==> src/exec_pkg.sv <==
package exec_pkg;

   ////////////////////
   // Widths
   ////////////////////
   localparam int DATA_W     = 32;
   localparam int REG_N      = 32;
   localparam int REG_IDX_W  = 5;
   localparam int OPC_W      = 6;
   localparam int APB_ADDR_W = 12;

   ////////////////////
   // APB address map
   ////////////////////
   // Byte addresses, one 32-bit word per location
   localparam logic [APB_ADDR_W-1:0] ISSUE_ADDR    = 12'h000;
   localparam logic [APB_ADDR_W-1:0] STATUS_ADDR   = 12'h004;
   // Register window spans 32 words from here
   localparam logic [APB_ADDR_W-1:0] REG_BASE_ADDR = 12'h100;

   ////////////////////
   // Encodings
   ////////////////////
   typedef enum logic [OPC_W-1:0] {
      OPC_ADD   = 6'h01,
      OPC_SUB   = 6'h02,
      OPC_AND   = 6'h03,
      OPC_OR    = 6'h04,
      OPC_XOR   = 6'h05,
      OPC_SLT   = 6'h06,
      OPC_MUL   = 6'h08,
      OPC_MULHU = 6'h09
   } opcode_e;

   typedef enum logic [2:0] {
      ALU_ADD,
      ALU_SUB,
      ALU_AND,
      ALU_OR,
      ALU_XOR,
      ALU_SLT
   } alu_op_e;

   // Low or high half of the 64-bit product
   typedef enum logic {
      MUL_LO,
      MUL_HI
   } mul_op_e;

   typedef struct packed {
      logic                 valid;
      logic [REG_IDX_W-1:0] rd;
      logic [DATA_W-1:0]    data;
   } wb_t;

endpackage
==> src/lane_req_if.sv <==
`timescale 1ns/100ps

interface lane_req_if #(
   parameter type op_t = logic
) ();
   import exec_pkg::*;

   logic                 valid;
   op_t                  op;
   logic [DATA_W-1:0]    opa;
   logic [DATA_W-1:0]    opb;
   logic [REG_IDX_W-1:0] rd;

   // Issue side drives, the lane only listens
   modport issue (
      output valid, op, opa, opb, rd
   );

   modport lane (
      input valid, op, opa, opb, rd
   );

endinterface

==> src/mul_lane.sv <==
`timescale 1ns/100ps

module mul_lane (
   input  logic          clk,
   input  logic          rst_n,
   lane_req_if.lane      req,
   output exec_pkg::wb_t wb_o
);
   import exec_pkg::*;

   // Valid bit per stage
   logic [2:0]             valid_q;
   logic [REG_IDX_W-1:0]   rd_q1, rd_q2, rd_q3;
   mul_op_e                op_q1, op_q2;
   logic [DATA_W-1:0]      pp_ll_q, pp_lh_q, pp_hl_q, pp_hh_q;
   logic [2*DATA_W-1:0]    prod_q;
   logic [DATA_W-1:0]      data_q;

   always_ff @(posedge clk or negedge rst_n) begin
      if (!rst_n) begin
         valid_q <= '0;
      end else begin
         valid_q <= {valid_q[1:0], req.valid};
      end
   end

   always_ff @(posedge clk) begin
      // Stage 1 partial products of the 16-bit halves
      pp_ll_q <= req.opa[DATA_W/2-1:0] * req.opb[DATA_W/2-1:0];
      pp_lh_q <= req.opa[DATA_W/2-1:0] * req.opb[DATA_W-1:DATA_W/2];
      pp_hl_q <= req.opa[DATA_W-1:DATA_W/2] * req.opb[DATA_W/2-1:0];
      pp_hh_q <= req.opa[DATA_W-1:DATA_W/2] * req.opb[DATA_W-1:DATA_W/2];
      rd_q1   <= req.rd;
      op_q1   <= req.op;

      // Stage 2 full 64-bit product
      prod_q <= {pp_hh_q, pp_ll_q}
              + ({{DATA_W{1'b0}}, pp_lh_q} << (DATA_W/2))
              + ({{DATA_W{1'b0}}, pp_hl_q} << (DATA_W/2));
      rd_q2  <= rd_q1;
      op_q2  <= op_q1;

      // Stage 3 picks the half
      data_q <= (op_q2 == MUL_HI) ? prod_q[2*DATA_W-1:DATA_W] : prod_q[DATA_W-1:0];
      rd_q3  <= rd_q2;
   end

   assign wb_o.valid = valid_q[2];
   assign wb_o.rd    = rd_q3;
   assign wb_o.data  = data_q;

endmodule

==> src/flat_wrapper.sv <==
// flat-port wrapper written by rule: the top's interface ports become plain ports
module mul_lane_flat import exec_pkg::*;
  (clk, rst_n, wb_o, req_valid, req_op, req_opa, req_opb, req_rd);
  lane_req_if req_i ();
  input  logic clk;
  input  logic rst_n;
  output exec_pkg::wb_t wb_o;
  input wire logic [$bits(req_i.valid)-1:0] req_valid;
  input wire logic [$bits(req_i.op)-1:0] req_op;
  input wire logic [$bits(req_i.opa)-1:0] req_opa;
  input wire logic [$bits(req_i.opb)-1:0] req_opb;
  input wire logic [$bits(req_i.rd)-1:0] req_rd;
  assign req_i.valid = req_valid;
  assign req_i.op = req_op;
  assign req_i.opa = req_opa;
  assign req_i.opb = req_opb;
  assign req_i.rd = req_rd;
  mul_lane u_core (.clk(clk), .rst_n(rst_n), .req(req_i), .wb_o(wb_o));
endmodule
==> config.mk <==
export PLATFORM = sky130hd
export DESIGN_NAME = mul_lane_flat
export DESIGN_NICKNAME = d
export VERILOG_FILES = /design/src/exec_pkg.sv /design/src/lane_req_if.sv /design/src/mul_lane.sv /design/src/flat_wrapper.sv
export SDC_FILE = /design/constraint.sdc
export NUM_CORES = 2
export LEC_CHECK = 0
export ABC_CLOCK_PERIOD_IN_PS = 7500
export BUFFER_PORTS_ARGS = -buffer_cell sky130_fd_sc_hd__buf_2
export CAP_MARGIN = 10
export CORE_ASPECT_RATIO = 2
export CORE_MARGIN = 5
export CORE_UTILIZATION = 58
export DETAILED_ROUTE_END_ITERATION = 8
export HOLD_SLACK_MARGIN = 0.1
export PLACE_DENSITY_LB_ADDON = 0.1
export SLEW_MARGIN = 20
export SYNTH_ARGS = -nofsm -noshare
export SYNTH_HDL_FRONTEND = slang
export SYNTH_SLANG_ARGS = --single-unit
==> constraint.sdc <==
create_clock -name clk -period 7.5 [get_ports clk]
set_clock_uncertainty 0.15 [all_clocks]
set_input_delay 0.375 -clock clk [delete_from_list [all_inputs] [get_ports clk]]
set_output_delay 0.375 -clock clk [all_outputs]
set_load 0.005 [all_outputs]
==> impl_metrics.json <==
{
  "outcome": "complete, no violations",
  "htree_levels": 1,
  "worstPathRequired_ns": 7.88,
  "io_pins": 111,
  "synth_edf_count": 0,
  "fmax_ghz": 0.157,
  "antenna_found_initial": 10,
  "grt_max_degree": 33,
  "vias_per_cell": 5.62,
  "numPortBuffers": 110,
  "drc_errors": 0,
  "synth-main-ff-cell": "dfxtp_1",
  "antenna_left": 0,
  "synth_top_family_by_area": "adder cells",
  "tritoncts": "built",
  "wire_per_inst_um": 21.9,
  "rows": 139,
  "arrival_ns": 6.74,
  "synth.distinct_cells": 68,
  "final.min_clock_period_ns": 6.36,
  "yosys-top-cells-area": "fa_1, ha_1, dfxtp_1, inv_1, and2_1",
  "path_clk_slew_ns": 0.07,
  "syn_nets": 5844,
  "hpwl_mm": 98.3,
  "max-slew-margin-rel_pct": 34.6,
  "syn-cell-area_um2": 41600,
  "path_class": "input pin to flop",
  "grt_pass1_vias": 34075,
  "end_kind": "flop",
  "finalSetupViolCount": 0,
  "cp_max_fo": 32,
  "cts_root_buf": "clkbuf_16",
  "synth_top_area_share_pct": 38.9,
  "die_area_um2": 77500,
  "hold_viol": 0,
  "hp-class": "flop to flop",
  "synth_seq_cells": 244,
  "startpoint_type": "input pin",
  "gp_congestion": 0.959,
  "fillers": 6357,
  "tightest_slew_ns": 0.974,
  "vias": 30676,
  "cts_buffers": 24,
  "core-area_um2": 71500,
  "synth_mux_area_share_pct": 0.866,
  "post_synth_and_or_nand_nor_area_fraction_pct": 14.9,
  "grt_setup_unrepaired": "false",
  "clk_latency_ns": 0.58,
  "synth_compound_area_share_pct": 6.40,
  "reg2reg_setup_slack_ns": 3.63,
  "wl_mm": 120,
  "grt_first_pass_wirelength_mm": 185,
  "cts_resized": 0,
  "synth.avg_cell_area_um2": 9.21,
  "synthAdderAreaFrac_pct": 52.4,
  "clock-sinks": 244,
  "grt_use_total_pct": 31.5,
  "dr.pass1.iters": 5,
  "async_reset_ff_share_pct": 1.23,
  "synth_area_leader_cell": "fa_1",
  "setup-tns-final_ns": 0,
  "synth_xor_xnor_area_share_pct": 3.24,
  "area_growth_pct": 5.81,
  "cts_hold_buf": 9,
  "nNetsFinal": 5849,
  "drv_cap": 0,
  "clk_path_buf_depth": 3,
  "post_cts_buffers": 0,
  "slew_violations": 0,
  "initial_utilization_pct": 58.2,
  "drtIter0Drc": 1389,
  "yosysWarnings": 0,
  "final.period_utilization_pct": 84.9,
  "die_x_um": 199,
  "overflow": 0,
  "yosysSeqAreaShare_pct": 11.8,
  "drive_above_1_share_pct": 6.13,
  "syn_inst": 4514,
  "die_h_um": 389
}
==> registers in the layout, indices dropped and copies added, names as in the netlist <==
signal and cells:
u_core.rd_q2 5, u_core.pp_ll_q 32, u_core.op_q2 1, u_core.rd_q3 5, u_core.data_q 32, u_core.prod_q 64, u_core.rd_q1 5, u_core.pp_hl_q 32
u_core.pp_lh_q 32, u_core.valid_q 3, u_core.op_q1 1, u_core.pp_hh_q 32
==> Yosys cell counts (all sizes together), types with 9 or more instances <==
library cell and instances:
a211oi 15, a21o 69, a21oi 149, a31oi 15, and2 478, and3 14
and4 9, clkbuf 213, dfxtp 241, fa 809, ha 448, inv 929
mux2 32, nand2 621, nand2b 16, nand3 23, nand4 25, nor2 52
o21a 17, o21ai 78, o21bai 29, xnor2 114, xor2 40
==> critical path: stages <==
cell	delay, ns
buf_2	0.64
nand2_1	0.18
fa_1	0.53
fa_1	0.60
fa_1	0.45
fa_1	0.54
inv_1	0.05
fa_1	0.48
inv_1	0.06
fa_1	0.48
inv_1	0.05
ha_1	0.37
a21oi_1	0.17
o21ai_0	0.10
a211o_1	0.30
a21o_1	0.19
a21oi_1	0.22
o21a_1	0.25
o21ai_0	0.11
a21oi_1	0.19
xnor2_1	0.21
buf_4	0.16
==> cells by family (layout without fill, tap and decap cells) <==
group,Yosys count,in the layout
AO/OA/AOI/OAI,418,418
XOR/XNOR,154,154
adder cells (fa/ha/maj),1257,1257
buffers and inverters,1146,1166
flip-flops,244,244
multiplexers,32,32
other,0,7
AND/OR/NAND/NOR,1263,1263
==> path summary, 6_finish.rpt <==
kind | startpoint | end | cells past startpoint
max | req_opa[9] | u_core.pp_ll_q[28] | 22
min | u_core.pp_ll_q[6] | u_core.prod_q[6] | 0
max reg2reg | u_core.pp_hl_q[1] | u_core.prod_q[47] | 13
min reg2reg | u_core.pp_ll_q[6] | u_core.prod_q[6] | 0
max in group asynchronous | rst_n | u_core.valid_q[1] | 3
min in group asynchronous | rst_n | u_core.valid_q[0] | 3
==> area by class of cell <==
type | instances | area (um2) | share of cell area [%]
Sequential cell | 244 | 4900 | 11.1
Clock buffer | 33 | 704 | 1.60
Tap cell | 916 | 1150 | 2.60
Clock inverter | 8 | 124 | 0.281
Multi-Input combinational cell | 3124 | 32400 | 73.6
Inverter | 929 | 3490 | 7.92
Antenna cell | 7 | 17.5 | 0.0398
Timing Repair Buffer | 196 | 1240 | 2.83
==> cell usage in the layout, fill, tap and decap left out, drive strengths merged, types with 9 or more instances in the layout <==
master	n
nand3	23
nand2b	16
nand2	621
o21a	17
a211oi	15
xor2	40
clkbuf	33
nand4	25
dfxtp	241
ha	448
o21ai	78
nor2	52
mux2	32
and2	478
a31oi	15
and3	14
a21oi	149
dlygate4sd3	9
fa	809
inv	930
xnor2	114
and4	9
a21o	69
o21bai	29
buf	187
==> through the flow <==
stage	instance area [um2]	std cells	hold slack, ns	setup slack [ns]	util, %
finish	44000	5457	0.177	1.14	61.6
detailed placement	43100	5400	0.0257	0.642	60.3
global route	44000	5457	0.180	0.849	61.6
CTS	44000	5450	0.177	1.22	61.5
global placement	43100	5400	0.0219	0.697	60.3
floorplan	41600	4514	-0.0706	1.45	-
==> layer usage <==
metal | up-vias | wire [um] | global-route usage (%) | part of all wire (%)
met4 | 2 | 13000 | 26.3 | 11
li1 | 13595 | - | - | -
met5 | - | 5 | 0 | 0.0042
met1 | 15724 | 37400 | 30.9 | 31
met2 | 916 | 64500 | 58.0 | 54
met3 | 439 | 4750 | 3.08 | 4.0
Power is not shown: default switching activity piles up to over one toggle a cycle in this logic, so the estimate is an artifact.
