<file path="src/exec_pkg.sv">
package exec_pkg;

   ////////////////////
   // Widths
   ////////////////////
   localparam int DATA_W     = 32;
   localparam int REG_N      = 32;
   localparam int REG_IDX_W  = 5;
   localparam int OPC_W      = 6;
   localparam int APB_ADDR_W = 12;

   ////////////////////
   // APB address map
   ////////////////////
   // Byte addresses, one 32-bit word per location
   localparam logic [APB_ADDR_W-1:0] ISSUE_ADDR    = 12'h000;
   localparam logic [APB_ADDR_W-1:0] STATUS_ADDR   = 12'h004;
   // Register window spans 32 words from here
   localparam logic [APB_ADDR_W-1:0] REG_BASE_ADDR = 12'h100;

   ////////////////////
   // Encodings
   ////////////////////
   typedef enum logic [OPC_W-1:0] {
      OPC_ADD   = 6'h01,
      OPC_SUB   = 6'h02,
      OPC_AND   = 6'h03,
      OPC_OR    = 6'h04,
      OPC_XOR   = 6'h05,
      OPC_SLT   = 6'h06,
      OPC_MUL   = 6'h08,
      OPC_MULHU = 6'h09
   } opcode_e;

   typedef enum logic [2:0] {
      ALU_ADD,
      ALU_SUB,
      ALU_AND,
      ALU_OR,
      ALU_XOR,
      ALU_SLT
   } alu_op_e;

   // Low or high half of the 64-bit product
   typedef enum logic {
      MUL_LO,
      MUL_HI
   } mul_op_e;

   typedef struct packed {
      logic                 valid;
      logic [REG_IDX_W-1:0] rd;
      logic [DATA_W-1:0]    data;
   } wb_t;

endpackage
</file>
<file path="src/lane_req_if.sv">
`timescale 1ns/100ps

interface lane_req_if #(
   parameter type op_t = logic
) ();
   import exec_pkg::*;

   logic                 valid;
   op_t                  op;
   logic [DATA_W-1:0]    opa;
   logic [DATA_W-1:0]    opb;
   logic [REG_IDX_W-1:0] rd;

   // Issue side drives, the lane only listens
   modport issue (
      output valid, op, opa, opb, rd
   );

   modport lane (
      input valid, op, opa, opb, rd
   );

endinterface

</file>
<file path="src/alu_lane.sv">
`timescale 1ns/100ps

module alu_lane (
   input  logic          clk,
   input  logic          rst_n,
   lane_req_if.lane      req,
   output exec_pkg::wb_t wb_o
);
   import exec_pkg::*;

   logic [DATA_W-1:0]    result;
   logic                 valid_q;
   logic [REG_IDX_W-1:0] rd_q;
   logic [DATA_W-1:0]    data_q;

   always_comb begin
      case (req.op)
         ALU_ADD: result = req.opa + req.opb;
         ALU_SUB: result = req.opa - req.opb;
         ALU_AND: result = req.opa & req.opb;
         ALU_OR:  result = req.opa | req.opb;
         ALU_XOR: result = req.opa ^ req.opb;
         // Signed compare giving 0 or 1
         ALU_SLT: result = {{(DATA_W-1){1'b0}}, $signed(req.opa) < $signed(req.opb)};
         default: result = '0;
      endcase
   end

   always_ff @(posedge clk or negedge rst_n) begin
      if (!rst_n) begin
         valid_q <= 1'b0;
      end else begin
         valid_q <= req.valid;
      end
   end

   always_ff @(posedge clk) begin
      rd_q   <= req.rd;
      data_q <= result;
   end

   assign wb_o.valid = valid_q;
   assign wb_o.rd    = rd_q;
   assign wb_o.data  = data_q;

endmodule

</file>
<file path="src/flat_wrapper.sv">
// flat-port wrapper written by rule: the top's interface ports become plain ports
module alu_lane_flat import exec_pkg::*;
  (clk, rst_n, wb_o, req_valid, req_op, req_opa, req_opb, req_rd);
  lane_req_if req_i ();
  input  logic clk;
  input  logic rst_n;
  output exec_pkg::wb_t wb_o;
  input wire logic [$bits(req_i.valid)-1:0] req_valid;
  input wire logic [$bits(req_i.op)-1:0] req_op;
  input wire logic [$bits(req_i.opa)-1:0] req_opa;
  input wire logic [$bits(req_i.opb)-1:0] req_opb;
  input wire logic [$bits(req_i.rd)-1:0] req_rd;
  assign req_i.valid = req_valid;
  assign req_i.op = req_op;
  assign req_i.opa = req_opa;
  assign req_i.opb = req_opb;
  assign req_i.rd = req_rd;
  alu_lane u_core (.clk(clk), .rst_n(rst_n), .req(req_i), .wb_o(wb_o));
endmodule
</file>
<file path="config.mk">
export PLATFORM = sky130hd
export DESIGN_NAME = alu_lane_flat
export DESIGN_NICKNAME = d
export VERILOG_FILES = /design/src/exec_pkg.sv /design/src/lane_req_if.sv /design/src/alu_lane.sv /design/src/flat_wrapper.sv
export SDC_FILE = /design/constraint.sdc
export NUM_CORES = 1
export LEC_CHECK = 0
export BUFFER_PORTS_ARGS = -buffer_cell sky130_fd_sc_hd__buf_2
export CORE_ASPECT_RATIO = 1.4
export CORE_MARGIN = 2
export CORE_UTILIZATION = 45
export CTS_BUF_LIST = sky130_fd_sc_hd__clkbuf_4 sky130_fd_sc_hd__clkbuf_8 sky130_fd_sc_hd__clkbuf_16
export CTS_CLUSTER_SIZE = 20
export DETAILED_ROUTE_END_ITERATION = 10
export PLACE_DENSITY = 0.84
export SLEW_MARGIN = 20
export SYNTH_ARGS = -nofsm -noshare
export SYNTH_HDL_FRONTEND = slang
export SYNTH_SLANG_ARGS = --single-unit
</file>
<file path="constraint.sdc">
create_clock -name clk -period 0.8 [get_ports clk]
set_clock_uncertainty 0.2 [all_clocks]
set_input_delay 0.04 -clock clk [delete_from_list [all_inputs] [get_ports clk]]
set_output_delay 0.04 -clock clk [all_outputs]
set_load 0.05 [all_outputs]
</file>
==> results of run 1 <==
## cells by family after synthesis
logic type	share of synthesized area
simple gates	0.187
fa+ha+maj	0.131
xor+xnor	0.166
mux	0.00623
compound gates	0.219
buf+inv	0.0530
flops	0.238
## synthesized netlist by cell type, types with 2 or more instances
cell type	count	area share
sky130_fd_sc_hd__xnor2_1	44	0.12
sky130_fd_sc_hd__a21oi_1	43	0.067
sky130_fd_sc_hd__dfxtp_1	37	0.23
sky130_fd_sc_hd__nor2_1	37	0.043
sky130_fd_sc_hd__ha_1	32	0.12
sky130_fd_sc_hd__nand2_1	24	0.028
sky130_fd_sc_hd__o21ai_0	23	0.036
sky130_fd_sc_hd__inv_1	15	0.018
sky130_fd_sc_hd__xor2_1	15	0.041
sky130_fd_sc_hd__nor3_1	14	0.022
sky130_fd_sc_hd__clkbuf_1	13	0.015
sky130_fd_sc_hd__a31oi_1	10	0.019
sky130_fd_sc_hd__nand4_1	9	0.018
sky130_fd_sc_hd__a21o_1	8	0.019
sky130_fd_sc_hd__nand3_1	8	0.012
sky130_fd_sc_hd__and3_1	6	0.012
sky130_fd_sc_hd__nor2b_1	6	0.012
sky130_fd_sc_hd__o21bai_1	6	0.014
sky130_fd_sc_hd__buf_2	5	0.0078
sky130_fd_sc_hd__nor4_1	5	0.0097
sky130_fd_sc_hd__nand2b_1	3	0.0058
sky130_fd_sc_hd__o21a_1	3	0.0070
sky130_fd_sc_hd__a211oi_1	2	0.0047
sky130_fd_sc_hd__a31o_2	2	0.0055
sky130_fd_sc_hd__mux2i_1	2	0.0062
sky130_fd_sc_hd__o211ai_1	2	0.0047
sky130_fd_sc_hd__o221ai_1	2	0.0055
## metrics by stage
step / setup TNS (ps) / instance area (sq um) / std cells / setup WS (ps)
CTS: -52210 / 6440 / 779 / -1840
global placement: -54030 / 5090 / 733 / -2150
detailed placement: -57530 / 5090 / 733 / -2330
floorplan: -43920 / 3520 / 402 / -2020
## repair_timing
action | in CTS
resized for setup | 224
gates cloned | 2
buffers inserted | 29
hold endpoints to repair | 14
pin swaps | 65
setup endpoints to repair | 69
hold buffers | 7
==> parameters.txt, run 1 <==
Parameter                              Value

Yosys
  Cell variety after synth    53
  Combined area of all synthesized cells    roughly 0.0032 sq mm
  FF+latch count, synth    38
  Synth Warn #    0
  Mapped Cells    roughly 400
  Post-synthesis sequential area ratio    0.238
  Number of nets produced by synthesis    slightly above 500
  Syn_area_per_cell    7.99 sq um
  Share of flip-flops with an asynchronous set or reset after synthesis    0.0263
  EDFF count, synth    0
  Ys flop type    sky130_fd_sc_hd__dfxtp_1

Floorplanning
  Effective utilization at floorplan    0.463
  Total I/O pin count    roughly 110
  Placement Rows    36
  Die outline width    75.4 microns
  Die outline height    roughly 100 microns

GRT
  Maximum number of pins on one net before global-route repair    14

Placement
  Number of buffers added on ports    110
  HPWL reported at the end of detailed placement    between 9000 and 10000 microns
  Final GP Congestion    around 1.0

Clock tree
  Deepest clock path buffer count    2
  Number of buffers created by CTS    5
  CTS H-Tree Depth    2
  Root buf cell    sky130_fd_sc_hd__clkbuf_8
  Number of sinks driven by the clock tree    38

STA
  Worst endpoint type    sequential cell input
  GRT worst endpoint    u_core.data_q[30]$_DFF_P_/D

Status
  Failed at    global routing
  Tool Error    [ERROR DPL-0038] Utilization greater than 100%, impossible to legalize
  Status    stopped before the end
==> run 2: changes to the inputs <==
Settings changed: CORE_ASPECT_RATIO 1.4 to not set, CORE_UTILIZATION 45 to 30, CTS_BUF_LIST sky130_fd_sc_hd__clkbuf_4 sky130_fd_sc_hd__clkbuf_8 sky130_fd_sc_hd__clkbuf_16 to not set, CTS_CLUSTER_SIZE 20 to not set, PLACE_DENSITY 0.84 to not set, PLACE_DENSITY_LB_ADDON set to 0.15.
Clock period 0.8 ns to 1.04 ns, I/O delays scaled along.
==> run 2 against run 1 <==
Effect of this change:
- synthesized area unchanged
- the flow now finishes, with violations (hold timing, setup timing)
- synthesized cell count unchanged
==> parameters.txt, run 2 <==
Parameter                              Value

Status
  Status    complete, but fails checks
  Violated checks    hold timing, setup timing

Placement
  Placed Area    a little over 0.005 sq mm
  Number of buffers added on ports    110
  Number of cells in the design after placement    770
  HPWL reported at the end of detailed placement    ~9000 microns
  Final GP Congestion    about 0.9

Yosys
  Share of the synthesized area in the top cell type    0.231
  Leading cell types by count after synthesis    44 x sky130_fd_sc_hd__xnor2_1, 43 x sky130_fd_sc_hd__a21oi_1, 37 x sky130_fd_sc_hd__dfxtp_1, 37 x sky130_fd_sc_hd__nor2_1, 32 x sky130_fd_sc_hd__ha_1
  Share of flip-flops with an asynchronous set or reset after synthesis    0.0263
  Number of nets produced by synthesis    between 500 and 600
  EDFF count, synth    0
  Leading area contributor after synthesis    sky130_fd_sc_hd__dfxtp_1
  Combined area of all synthesized cells    about 0.0032 sq mm
  Mapped Cells    402
  Cell variety after synth    between 50 and 60
  Synth Warn #    0
  Syn_area_per_cell    approximately 8 sq um
  FF+latch count, synth    38
  Post-synthesis sequential area ratio    0.238
  Ys flop type    sky130_fd_sc_hd__dfxtp_1
  Most common cell in the synthesized netlist    sky130_fd_sc_hd__xnor2_1
  Largest cells by area after synthesis    sky130_fd_sc_hd__dfxtp_1 23%, sky130_fd_sc_hd__ha_1 12%, sky130_fd_sc_hd__xnor2_1 12%

Finish
  Registers with the highest flip-flop counts    u_core.data_q: 32 flops, u_core.rd_q: 5 flops, u_core.valid_q: 1 flops
  Area Overhead vs Synth    105%
  Share of post-route cells with drive strength above 1    0.656
  Final cell area excluding filler cells    ~0.0066 sq mm
  Register with the highest flop count    u_core.data_q
  Diode count    0
  Most common cell after layout, fill and taps aside    sky130_fd_sc_hd__buf_4
  Net count, final    a little under 800
  Max FFs per register    32
  Number of filler instances in the final layout    approximately 900
  Util after Layout    0.634
  Commonest cells after routing, fill and taps aside    143 x sky130_fd_sc_hd__buf_4, 63 x sky130_fd_sc_hd__buf_2, 45 x sky130_fd_sc_hd__buf_6, 37 x sky130_fd_sc_hd__xnor2_1, 36 x sky130_fd_sc_hd__dfxtp_2
  Post-Layout Cell Count    ~800

STA
  Ratio of final minimum period to clock period    2.54
  Setup violations, final    34
  Hold slack final    -151 ps
  Post-layout minimum cycle time    between 2000 and 3000 ps
  Unrepaired setup endpoints after global routing    yes
  Worst relative slew slack    0.768
  Minimum setup slack in the final design    -1610 ps
  Max-slew violation count    0
  FMAX    approximately 0.38 GHz
  Total Neg Setup Slack    -36920 ps
  Final hold vios    5
  Worst Max-Slew Pin Slew    348 ps

GRT
  Congestion Overflow GR    0
  Number of antenna violations at the first check in global routing    0
  Maximum number of pins on one net before global-route repair    17
  GRT Util Overall    0.205
  Via count of the first global-routing pass    just under 4000
  Global-route wire length before repair    between 15000 and 20000 microns

Worst hold path
  Hold crit path type    input pin to register
  End point of the most critical hold path    u_core.data_q[0]
  Worst Hold Depth    4
  Origin of the worst min-delay path    req_opa[0]

Setup path
  Worst endpoint required time    roughly 1100 ps
  Slowest cell on crit path    sky130_fd_sc_hd__ha_2
  Kind of end point of the critical path    register
  Delay of the slowest cell on the worst path    between 400 and 500 ps
  Combined buffer and inverter count along the critical path    3
  CP cell instances    buf_6 -> nor4_4 -> nand2_2 -> nor2_4 -> a21oi_1 -> xnor2_1 -> ha_2 -> buf_6 -> nand4_1 -> nor4_4 -> buf_4 -> o21ai_2 -> o221ai_2 -> xor2_1
  Worst endpoint data arrival time    ~2700 ps
  Kind of launch point of the worst setup path    input pin
  Category of the critical setup timing path    input pin to register
  Top delay family on crit path    simple AND/OR/NAND/NOR gates
  Worst Path Max Fanout    5

Routing
  Total Routed Length    11700 microns
  Antenna viol nets, final    0
  Detailed-router iteration count before antenna repair    4
  Average detailed-routed wire length per instance    between 10 and 15 microns
  Via-to-Cell Ratio    4.67
  Number of vias after detailed routing    between 3000 and 4000
  Iteration-0 DRC count of the detailed router    between 100 and 150
  DR DRC count    0

Clock tree
  Number of buffers created by CTS    5
  Clock tree from TritonCTS    yes
  Deepest clock path buffer count    2
  Hold Buf Count CTS    8
  Number of sinks driven by the clock tree    38
  Root buf cell    sky130_fd_sc_hd__clkbuf_8
  Clock slew seen by the registers of the worst setup and hold paths    ~90 ps
  CTS H-Tree Depth    2

Floorplanning
  Total I/O pin count    between 100 and 150
  Die outline height    between 100 and 150 microns
  Die outline width    about 110 microns
  Effective utilization at floorplan    0.310
  Die Outline Area    approximately 0.012 sq mm
  Placeable core region    approximately 0.010 sq mm
  Placement Rows    37

Run
  Max-capacitance violation count    0

Power
  Tot Pwr    around 11 mW
  Power density of the placed cells    ~1600 mW/mm^2
  Cell leakage power    between 2 and 3 nW
  Worst supply voltage drop on vdd    around 1.1 mV
run 2: where the power goes:
| part | internal (mW) | switching (mW) |
|---|---|---|
| combinational | 3.30 | 3.55 |
| clock | 1.02 | 0.581 |
| sequential | 2.00 | 0.260 |
run 2: through the flow:
step / hold WS (ps) / setup slack, ps
6_report: -151 / -1610
5_1_grt: -119 / -1760
4_1_cts: -166 / -1590
3_5_place_dp: -373 / -2080
3_3_place_gp: -373 / -2040
2_1_floorplan: -444 / -1790
run 2: cells by family (layout without fill, tap and decap cells):
| group | count (synthesis) | after routing | synth area share |
|---|---|---|---|
| AO/OA/AOI/OAI | 113 | 113 | 0.219 |
| XOR/XNOR | 60 | 60 | 0.166 |
| adder cells (fa/ha/maj) | 33 | 33 | 0.131 |
| buffers and inverters | 35 | 317 | 0.0530 |
| flip-flops | 38 | 38 | 0.238 |
| multiplexers | 2 | 2 | 0.00623 |
| AND/OR/NAND/NOR | 121 | 121 | 0.187 |
run 2: timing repair:
action	CTS	global route
hold endpoints to repair	12	5
setup endpoints to repair	69	69
pin swaps	71	54
buffers inserted	27	13
gates resized for setup	216	84
run 2: final cells by class:
cell class / instances / area, sq um / share of cell area
clock inverter: 2 / 60.1 / 0.00914
inverter: 15 / 63.8 / 0.00971
sequential: 38 / 811 / 0.123
timing repair buffer: 294 / 2510 / 0.382
multi-input combinational: 329 / 2880 / 0.437
clock buffer: 6 / 82.6 / 0.0126
tap: 136 / 170 / 0.0259
run 2: worst max path at each step:
stage                        end        start  cells past startpoint
2_1_floorplan  u_core.data_q[30]   req_opb[8]                     16
3_3_place_gp   u_core.data_q[28]   req_opb[8]                     13
3_5_place_dp   u_core.data_q[29]   req_opb[8]                     14
4_1_cts        u_core.data_q[30]  req_opb[11]                     14
5_1_grt        u_core.data_q[30]   req_opb[9]                     16
6_report       u_core.data_q[30]   req_opb[9]                     14
run 2: metal layers:
layer  part of all wire  vias up  global-route usage
li1                   -     1992                   -
met1               0.44     1712               0.265
met2               0.50      101               0.353
met3              0.037       22              0.0278
met4              0.023        0              0.0668
met5                  0        -                   0
No activity file was read; power rests on OpenSTA's default activity.
