[config.mk]
export PLATFORM = sky130hd
export DESIGN_NAME = issue_ctrl_flat
export DESIGN_NICKNAME = d
export VERILOG_FILES = /design/src/exec_pkg.sv /design/src/lane_req_if.sv /design/src/issue_ctrl.sv /design/src/flat_wrapper.sv
export SDC_FILE = /design/constraint.sdc
export NUM_CORES = 1
export LEC_CHECK = 0
export BUFFER_PORTS_ARGS = -buffer_cell sky130_fd_sc_hd__clkbuf_2
export CORE_AREA = 3 3 144 146
export DETAILED_ROUTE_END_ITERATION = 10
export DIE_AREA = 0 0 147 149
export SYNTH_ARGS = -nofsm -noshare
export SYNTH_HDL_FRONTEND = slang
export SYNTH_SLANG_ARGS = --single-unit
[constraint.sdc]
create_clock -name clk -period 5 [get_ports clk]
set_clock_uncertainty 0.15 [all_clocks]
set_input_delay 1 -clock clk [delete_from_list [all_inputs] [get_ports clk]]
set_output_delay 1 -clock clk [all_outputs]
set_load 0.005 [all_outputs]
[src/exec_pkg.sv]
package exec_pkg;

   ////////////////////
   // Widths
   ////////////////////
   localparam int DATA_W     = 32;
   localparam int REG_N      = 32;
   localparam int REG_IDX_W  = 5;
   localparam int OPC_W      = 6;
   localparam int APB_ADDR_W = 12;

   ////////////////////
   // APB address map
   ////////////////////
   // Byte addresses, one 32-bit word per location
   localparam logic [APB_ADDR_W-1:0] ISSUE_ADDR    = 12'h000;
   localparam logic [APB_ADDR_W-1:0] STATUS_ADDR   = 12'h004;
   // Register window spans 32 words from here
   localparam logic [APB_ADDR_W-1:0] REG_BASE_ADDR = 12'h100;

   ////////////////////
   // Encodings
   ////////////////////
   typedef enum logic [OPC_W-1:0] {
      OPC_ADD   = 6'h01,
      OPC_SUB   = 6'h02,
      OPC_AND   = 6'h03,
      OPC_OR    = 6'h04,
      OPC_XOR   = 6'h05,
      OPC_SLT   = 6'h06,
      OPC_MUL   = 6'h08,
      OPC_MULHU = 6'h09
   } opcode_e;

   typedef enum logic [2:0] {
      ALU_ADD,
      ALU_SUB,
      ALU_AND,
      ALU_OR,
      ALU_XOR,
      ALU_SLT
   } alu_op_e;

   // Low or high half of the 64-bit product
   typedef enum logic {
      MUL_LO,
      MUL_HI
   } mul_op_e;

   typedef struct packed {
      logic                 valid;
      logic [REG_IDX_W-1:0] rd;
      logic [DATA_W-1:0]    data;
   } wb_t;

endpackage
[src/lane_req_if.sv]
`timescale 1ns/100ps

interface lane_req_if #(
   parameter type op_t = logic
) ();
   import exec_pkg::*;

   logic                 valid;
   op_t                  op;
   logic [DATA_W-1:0]    opa;
   logic [DATA_W-1:0]    opb;
   logic [REG_IDX_W-1:0] rd;

   // Issue side drives, the lane only listens
   modport issue (
      output valid, op, opa, opb, rd
   );

   modport lane (
      input valid, op, opa, opb, rd
   );

endinterface

[src/issue_ctrl.sv]
`timescale 1ns/100ps

module issue_ctrl (
   input  logic                            clk,
   input  logic                            rst_n,
   input  logic                            psel_i,
   input  logic                            penable_i,
   input  logic                            pwrite_i,
   input  logic [exec_pkg::APB_ADDR_W-1:0] paddr_i,
   input  logic [exec_pkg::DATA_W-1:0]     pwdata_i,
   output logic [exec_pkg::DATA_W-1:0]     prdata_o,
   output logic                            pready_o,
   output logic                            pslverr_o,
   lane_req_if.issue                       alu_req,
   lane_req_if.issue                       mul_req,
   output logic [exec_pkg::REG_IDX_W-1:0]  rs_idx_o,
   output logic [exec_pkg::REG_IDX_W-1:0]  rt_idx_o,
   input  logic [exec_pkg::DATA_W-1:0]     rs_data_i,
   input  logic [exec_pkg::DATA_W-1:0]     rt_data_i,
   input  exec_pkg::wb_t                   retire_i,
   output logic                            reg_we_o,
   output logic [exec_pkg::REG_IDX_W-1:0]  reg_widx_o,
   output logic [exec_pkg::DATA_W-1:0]     reg_wdata_o
);
   import exec_pkg::*;

   logic [REG_N-1:0]     pending;
   logic [1:0]           mul_hist;
   logic                 access, xfer;
   logic                 issue_hit, status_hit, reg_hit;
   logic [REG_IDX_W-1:0] reg_idx;
   logic [OPC_W-1:0]     ins_opc;
   logic [REG_IDX_W-1:0] ins_rd, ins_rs, ins_rt;
   logic                 opc_legal, is_mul, hazard, issue_fire;
   alu_op_e              alu_op;
   mul_op_e              mul_op;

   ////////////////////
   // Address and instruction decode
   ////////////////////
   assign access     = psel_i & penable_i;
   assign issue_hit  = (paddr_i == ISSUE_ADDR);
   assign status_hit = (paddr_i == STATUS_ADDR);
   assign reg_hit    = (paddr_i[APB_ADDR_W-1:REG_IDX_W+2] ==
                        REG_BASE_ADDR[APB_ADDR_W-1:REG_IDX_W+2]) &&
                       (paddr_i[1:0] == 2'b00);
   assign reg_idx    = paddr_i[REG_IDX_W+1:2];

   assign ins_opc = pwdata_i[31:26];
   assign ins_rd  = pwdata_i[25:21];
   assign ins_rs  = pwdata_i[20:16];
   assign ins_rt  = pwdata_i[15:11];

   always_comb begin
      opc_legal = 1'b1;
      is_mul    = 1'b0;
      alu_op    = ALU_ADD;
      mul_op    = MUL_LO;
      case (ins_opc)
         OPC_ADD: alu_op = ALU_ADD;
         OPC_SUB: alu_op = ALU_SUB;
         OPC_AND: alu_op = ALU_AND;
         OPC_OR:  alu_op = ALU_OR;
         OPC_XOR: alu_op = ALU_XOR;
         OPC_SLT: alu_op = ALU_SLT;
         OPC_MUL: is_mul = 1'b1;
         OPC_MULHU: begin
            is_mul = 1'b1;
            mul_op = MUL_HI;
         end
         default: opc_legal = 1'b0;
      endcase
   end

   // Integer result would land on the same writeback cycle as a multiply
   // accepted two cycles ago
   assign hazard = pending[ins_rs] | pending[ins_rt] | pending[ins_rd] |
                   (~is_mul & mul_hist[1]);

   ////////////////////
   // APB response
   ////////////////////
   always_comb begin
      pready_o  = 1'b0;
      pslverr_o = 1'b0;
      prdata_o  = '0;
      if (access) begin
         pready_o = 1'b1;
         if (issue_hit && pwrite_i && opc_legal) begin
            pready_o = ~hazard;
         end else if (reg_hit && pwrite_i) begin
            pready_o = ~(|pending);
         end else if (reg_hit) begin
            pready_o = ~pending[reg_idx];
            prdata_o = rs_data_i;
         end else if (status_hit && !pwrite_i) begin
            prdata_o = {{(DATA_W-1){1'b0}}, |pending};
         end else begin
            // Illegal opcode, wrong direction or unmapped address
            pslverr_o = 1'b1;
         end
      end
   end

   assign xfer       = access & pready_o;
   assign issue_fire = xfer & issue_hit & pwrite_i & opc_legal;

   ////////////////////
   // Register file access and lane issue
   ////////////////////
   assign rs_idx_o    = issue_hit ? ins_rs : reg_idx;
   assign rt_idx_o    = ins_rt;
   assign reg_we_o    = xfer & reg_hit & pwrite_i;
   assign reg_widx_o  = reg_idx;
   assign reg_wdata_o = pwdata_i;

   assign alu_req.valid = issue_fire & ~is_mul;
   assign alu_req.op    = alu_op;
   assign alu_req.opa   = rs_data_i;
   assign alu_req.opb   = rt_data_i;
   assign alu_req.rd    = ins_rd;

   assign mul_req.valid = issue_fire & is_mul;
   assign mul_req.op    = mul_op;
   assign mul_req.opa   = rs_data_i;
   assign mul_req.opb   = rt_data_i;
   assign mul_req.rd    = ins_rd;

   ////////////////////
   // Scoreboard
   ////////////////////
   always_ff @(posedge clk or negedge rst_n) begin
      if (!rst_n) begin
         pending  <= '0;
         mul_hist <= '0;
      end else begin
         // A retiring rd is never re-issued in the same cycle
         pending <= (pending & ~({{(REG_N-1){1'b0}}, retire_i.valid} << retire_i.rd)) |
                    ({{(REG_N-1){1'b0}}, issue_fire} << ins_rd);
         mul_hist <= {mul_hist[0], mul_req.valid};
      end
   end

endmodule

[src/flat_wrapper.sv]
// flat-port wrapper written by rule: the top's interface ports become plain ports
module issue_ctrl_flat import exec_pkg::*;
  (clk, rst_n, psel_i, penable_i, pwrite_i, paddr_i, pwdata_i, prdata_o, pready_o, pslverr_o, rs_idx_o, rt_idx_o, rs_data_i, rt_data_i, retire_i, reg_we_o, reg_widx_o, reg_wdata_o, alu_req_valid, alu_req_op, alu_req_opa, alu_req_opb, alu_req_rd, mul_req_valid, mul_req_op, mul_req_opa, mul_req_opb, mul_req_rd);
  lane_req_if alu_req_i ();
  lane_req_if mul_req_i ();
  input  logic clk;
  input  logic rst_n;
  input  logic psel_i;
  input  logic penable_i;
  input  logic pwrite_i;
  input  logic [exec_pkg::APB_ADDR_W-1:0] paddr_i;
  input  logic [exec_pkg::DATA_W-1:0] pwdata_i;
  output logic [exec_pkg::DATA_W-1:0] prdata_o;
  output logic pready_o;
  output logic pslverr_o;
  output logic [exec_pkg::REG_IDX_W-1:0] rs_idx_o;
  output logic [exec_pkg::REG_IDX_W-1:0] rt_idx_o;
  input  logic [exec_pkg::DATA_W-1:0] rs_data_i;
  input  logic [exec_pkg::DATA_W-1:0] rt_data_i;
  input  exec_pkg::wb_t retire_i;
  output logic reg_we_o;
  output logic [exec_pkg::REG_IDX_W-1:0] reg_widx_o;
  output logic [exec_pkg::DATA_W-1:0] reg_wdata_o;
  output wire logic [$bits(alu_req_i.valid)-1:0] alu_req_valid;
  output wire logic [$bits(alu_req_i.op)-1:0] alu_req_op;
  output wire logic [$bits(alu_req_i.opa)-1:0] alu_req_opa;
  output wire logic [$bits(alu_req_i.opb)-1:0] alu_req_opb;
  output wire logic [$bits(alu_req_i.rd)-1:0] alu_req_rd;
  output wire logic [$bits(mul_req_i.valid)-1:0] mul_req_valid;
  output wire logic [$bits(mul_req_i.op)-1:0] mul_req_op;
  output wire logic [$bits(mul_req_i.opa)-1:0] mul_req_opa;
  output wire logic [$bits(mul_req_i.opb)-1:0] mul_req_opb;
  output wire logic [$bits(mul_req_i.rd)-1:0] mul_req_rd;
  assign alu_req_valid = alu_req_i.valid;
  assign alu_req_op = alu_req_i.op;
  assign alu_req_opa = alu_req_i.opa;
  assign alu_req_opb = alu_req_i.opb;
  assign alu_req_rd = alu_req_i.rd;
  assign mul_req_valid = mul_req_i.valid;
  assign mul_req_op = mul_req_i.op;
  assign mul_req_opa = mul_req_i.opa;
  assign mul_req_opb = mul_req_i.opb;
  assign mul_req_rd = mul_req_i.rd;
  issue_ctrl u_core (.clk(clk), .rst_n(rst_n), .psel_i(psel_i), .penable_i(penable_i), .pwrite_i(pwrite_i), .paddr_i(paddr_i), .pwdata_i(pwdata_i), .prdata_o(prdata_o), .pready_o(pready_o), .pslverr_o(pslverr_o), .alu_req(alu_req_i), .mul_req(mul_req_i), .rs_idx_o(rs_idx_o), .rt_idx_o(rt_idx_o), .rs_data_i(rs_data_i), .rt_data_i(rt_data_i), .retire_i(retire_i), .reg_we_o(reg_we_o), .reg_widx_o(reg_widx_o), .reg_wdata_o(reg_wdata_o));
endmodule
==> results.toml <==
[cts]
cts-root-buf = "clkbuf_16"
clk_pin_slew_ns = 0.05
cts-hold-fix-buffers = 0
post-cts-setup-buffers = 0
cts_tree = "built"
cts_buffers = 5
cts_resized = 0
cts.sinks = 34
clock_latency_ns = 0.27
max-clock-path-buffers = 2
ctsHtreeMaxLevel = 2

[power]
clkPwrFrac_pct = 39.4
comb_power_share_pct = 25.3
swShare_pct = 29.09
p_sw_uw = 227.1
leakage_uw = 0.002297
seqPwrFrac_pct = 35.3
p_per_area_nw_per_um2 = 162.7
p_int_uw = 553.5
vdd_ir_drop_max_uv = 111.8

[synth]
syn_area_um2 = 4621
seq_area_frac_synth_pct = 18.41
ys_ff_latch = 34
ys_warn_count = 0
synthFlopType = "dfrtp_1"
synth.distinct_cells = 46
syn_inst = 529
synthArstFlopShare_pct = 100.0
syn_nets = 680
syn_avg_cell_area_um2 = 8.735
synth-edff-count = 0

[setup_path]
crit_path_frequent_cell = "clkbuf_2"
cp_data_required_time_ns = 3.85
rr_endpoint = "u_core.pending[16]"
worstPathCellList = "clkbuf_2 -> mux4_2 -> nand2b_1 -> a32oi_1 -> nor4b_4 -> nand3_1 -> a211oi_1 -> clkbuf_2"
arrival_ns = 3.14
cp-end-kind = "primary output"
critical_path_class = "in -> out"
rr_worst_depth = 7
worstReg2RegStart = "u_core.pending[26]"
max_stage_delay_ns = 0.55
ff2ff_setup_slack_ns = 2.28
cp-start-kind = "primary input"
path_max_fanout = 12
cpMaxStageDelayCell = "mux4_2"

[grt]
grt_pass1_vias = 3713
grt_first_pass_wirelength_um = 21940
grt_overflow = 0
grt_max_degree = 35
grt_antenna_before_repair = 1
grt_use_total_pct = 12.71

[worst_hold_path]
min_to = "u_core.mul_hist[1]"
hp-start = "u_core.mul_hist[0]"
hold_class = "reg -> reg"
min_path_cells = 0

[die]
initial_utilization_pct = 23.66
fp.dieH_um = 149
ios = 375
design.die.area_um2 = 21900
rows = 51
die_w_um = 147
coreArea_um2 = 19530

[finish]
fin_nets = 711
final_util_pct = 24.57
drive_gt1_share_pct = 49.02
final_cell_mix = "224 x clkbuf_2, 34 x dfrtp_1, 33 x o31ai_1"
final_cells = 827
layout_commonest_cell = "clkbuf_2"
syn2layout_area_growth_pct = 3.845

[sta]
rsz0062_at_grt = "false"
final.period_utilization_pct = 85.76
max_clock_freq_mhz = 233.2
fin_crit_ns = 4.288
setup_viol = 0
fin_tns_setup_ns = 0
hold_viol_final = 0
relSlewSlack_pct = 40.39
worst-slew-pin-transition_ns = 0.8942
drv_slew = 0

[placement]
place_inst = 818
io_buffer_count = 224
hpwl_um = 12250
place_congestion = 0.8263

[status]
outcome = "finished, final reports clean"

[routing]
totalWireLength_um = 15130
via_count = 3966
drtIter0Drc = 319
drcViolationCount = 0
first_pass_iters = 4
routedWlPerCell_um = 18.30
ant_nets = 0
vias_per_cell = 4.796

[run]
max-cap-violations = 0
worst max-delay path, delay by kind of cell:
family	cells	cell delay, ns
mux	1	0.55
compound gates	2	0.51
simple gates	3	0.55
buf+inv	2	0.52
power by group through the flow:
stage | sequential (uW) | clock [uW] | combinational (uW)
3_3_place_gp | 280 | 0 | 198
6_report | 275 | 308 | 197
2_1_floorplan | 280 | 0 | 186
3_5_place_dp | 280 | 0 | 200
5_1_grt | 275 | 320 | 217
4_1_cts | 275 | 310 | 200
state kept, by name, summed over array words and instances (netlist names):
register and flops:
u_core.mul_hist 2, u_core.pending 32
worst max path at each step:
stage | end | depth (start not counted) | start
finish | pready_o | 8 | pwdata_i[21]
global route | pready_o | 8 | pwdata_i[21]
CTS | pready_o | 8 | pwdata_i[21]
detailed placement | pready_o | 8 | pwdata_i[21]
global placement | pready_o | 8 | pwdata_i[21]
floorplan | alu_req_valid | 8 | pwdata_i[11]
synthesized netlist by cell type (2+ instances only):
cell       count  share of area [%]
o31ai_1       33                5.4
nand3b_1       3               0.49
nor3_1         6               0.65
mux2i_1       19                4.1
a211oi_1       2               0.32
nand2_1       16                1.3
nor3b_1        3               0.49
nor2b_1       10                1.4
and2_1        32                4.3
nor4_1        12                1.6
mux2_2         8                1.9
a32oi_1        4               0.76
nor4b_1        3               0.57
clkbuf_1      15                1.2
o21ai_0       26                2.8
o22ai_1        4               0.54
a2111oi_0      2               0.38
nand4_1        3               0.41
or3_1          4               0.54
a221oi_1       3               0.57
inv_1          4               0.32
nor4_2         2               0.54
buf_4        181                 29
nand3_1       11                1.2
o41ai_2        2               0.70
mux4_2        21                 10
buf_2          6               0.65
dfrtp_1       34                 18
o41ai_1        6                1.1
a21oi_1        2               0.22
a22o_1         3               0.57
a21o_1         6               0.97
nor2_1        16                1.3
nand2b_1      13                1.8
or2_2          3               0.41
per-layer routing:
| metal | share of wire [%] | global-route usage (%) |
|---|---|---|
| met2 | 47 | 20.88 |
| met3 | 9.2 | 3.008 |
| met5 | 0 | 0 |
| met1 | 41 | 16.30 |
| met4 | 3.1 | 4.753 |
metrics by stage:
step / setup slack, ns / hold slack [ns] / power (uW) / area (um^2)
2_1_floorplan: 1.114 / 0.1812 / 466.6 / 4621
3_3_place_gp: 0.7026 / 0.1862 / 478.1 / 4648
3_5_place_dp: 0.6532 / 0.1901 / 480.0 / 4648
4_1_cts: 0.6565 / 0.2016 / 785.7 / 4796
5_1_grt: 0.4801 / 0.2043 / 811.8 / 4798
6_report: 0.7119 / 0.1990 / 780.5 / 4798
kinds of logic after synthesis:
family | share of synthesized area (%)
flops | 18.41
compound gates | 14.57
buf+inv | 31.92
simple gates | 18.79
mux | 16.30
layout make-up:
type / instances / area, um^2
fillers: 2133 / 14730
multi-input cells: 287 / 2300
repair buffers: 228 / 1151
flip-flops and latches: 34 / 850.8
well taps: 265 / 331.6
clock buffers: 7 / 142.6
inverters: 4 / 15.01
clock inverters: 1 / 5.005
diodes: 1 / 2.502
Note: power is estimated with default switching activity, not from simulation.
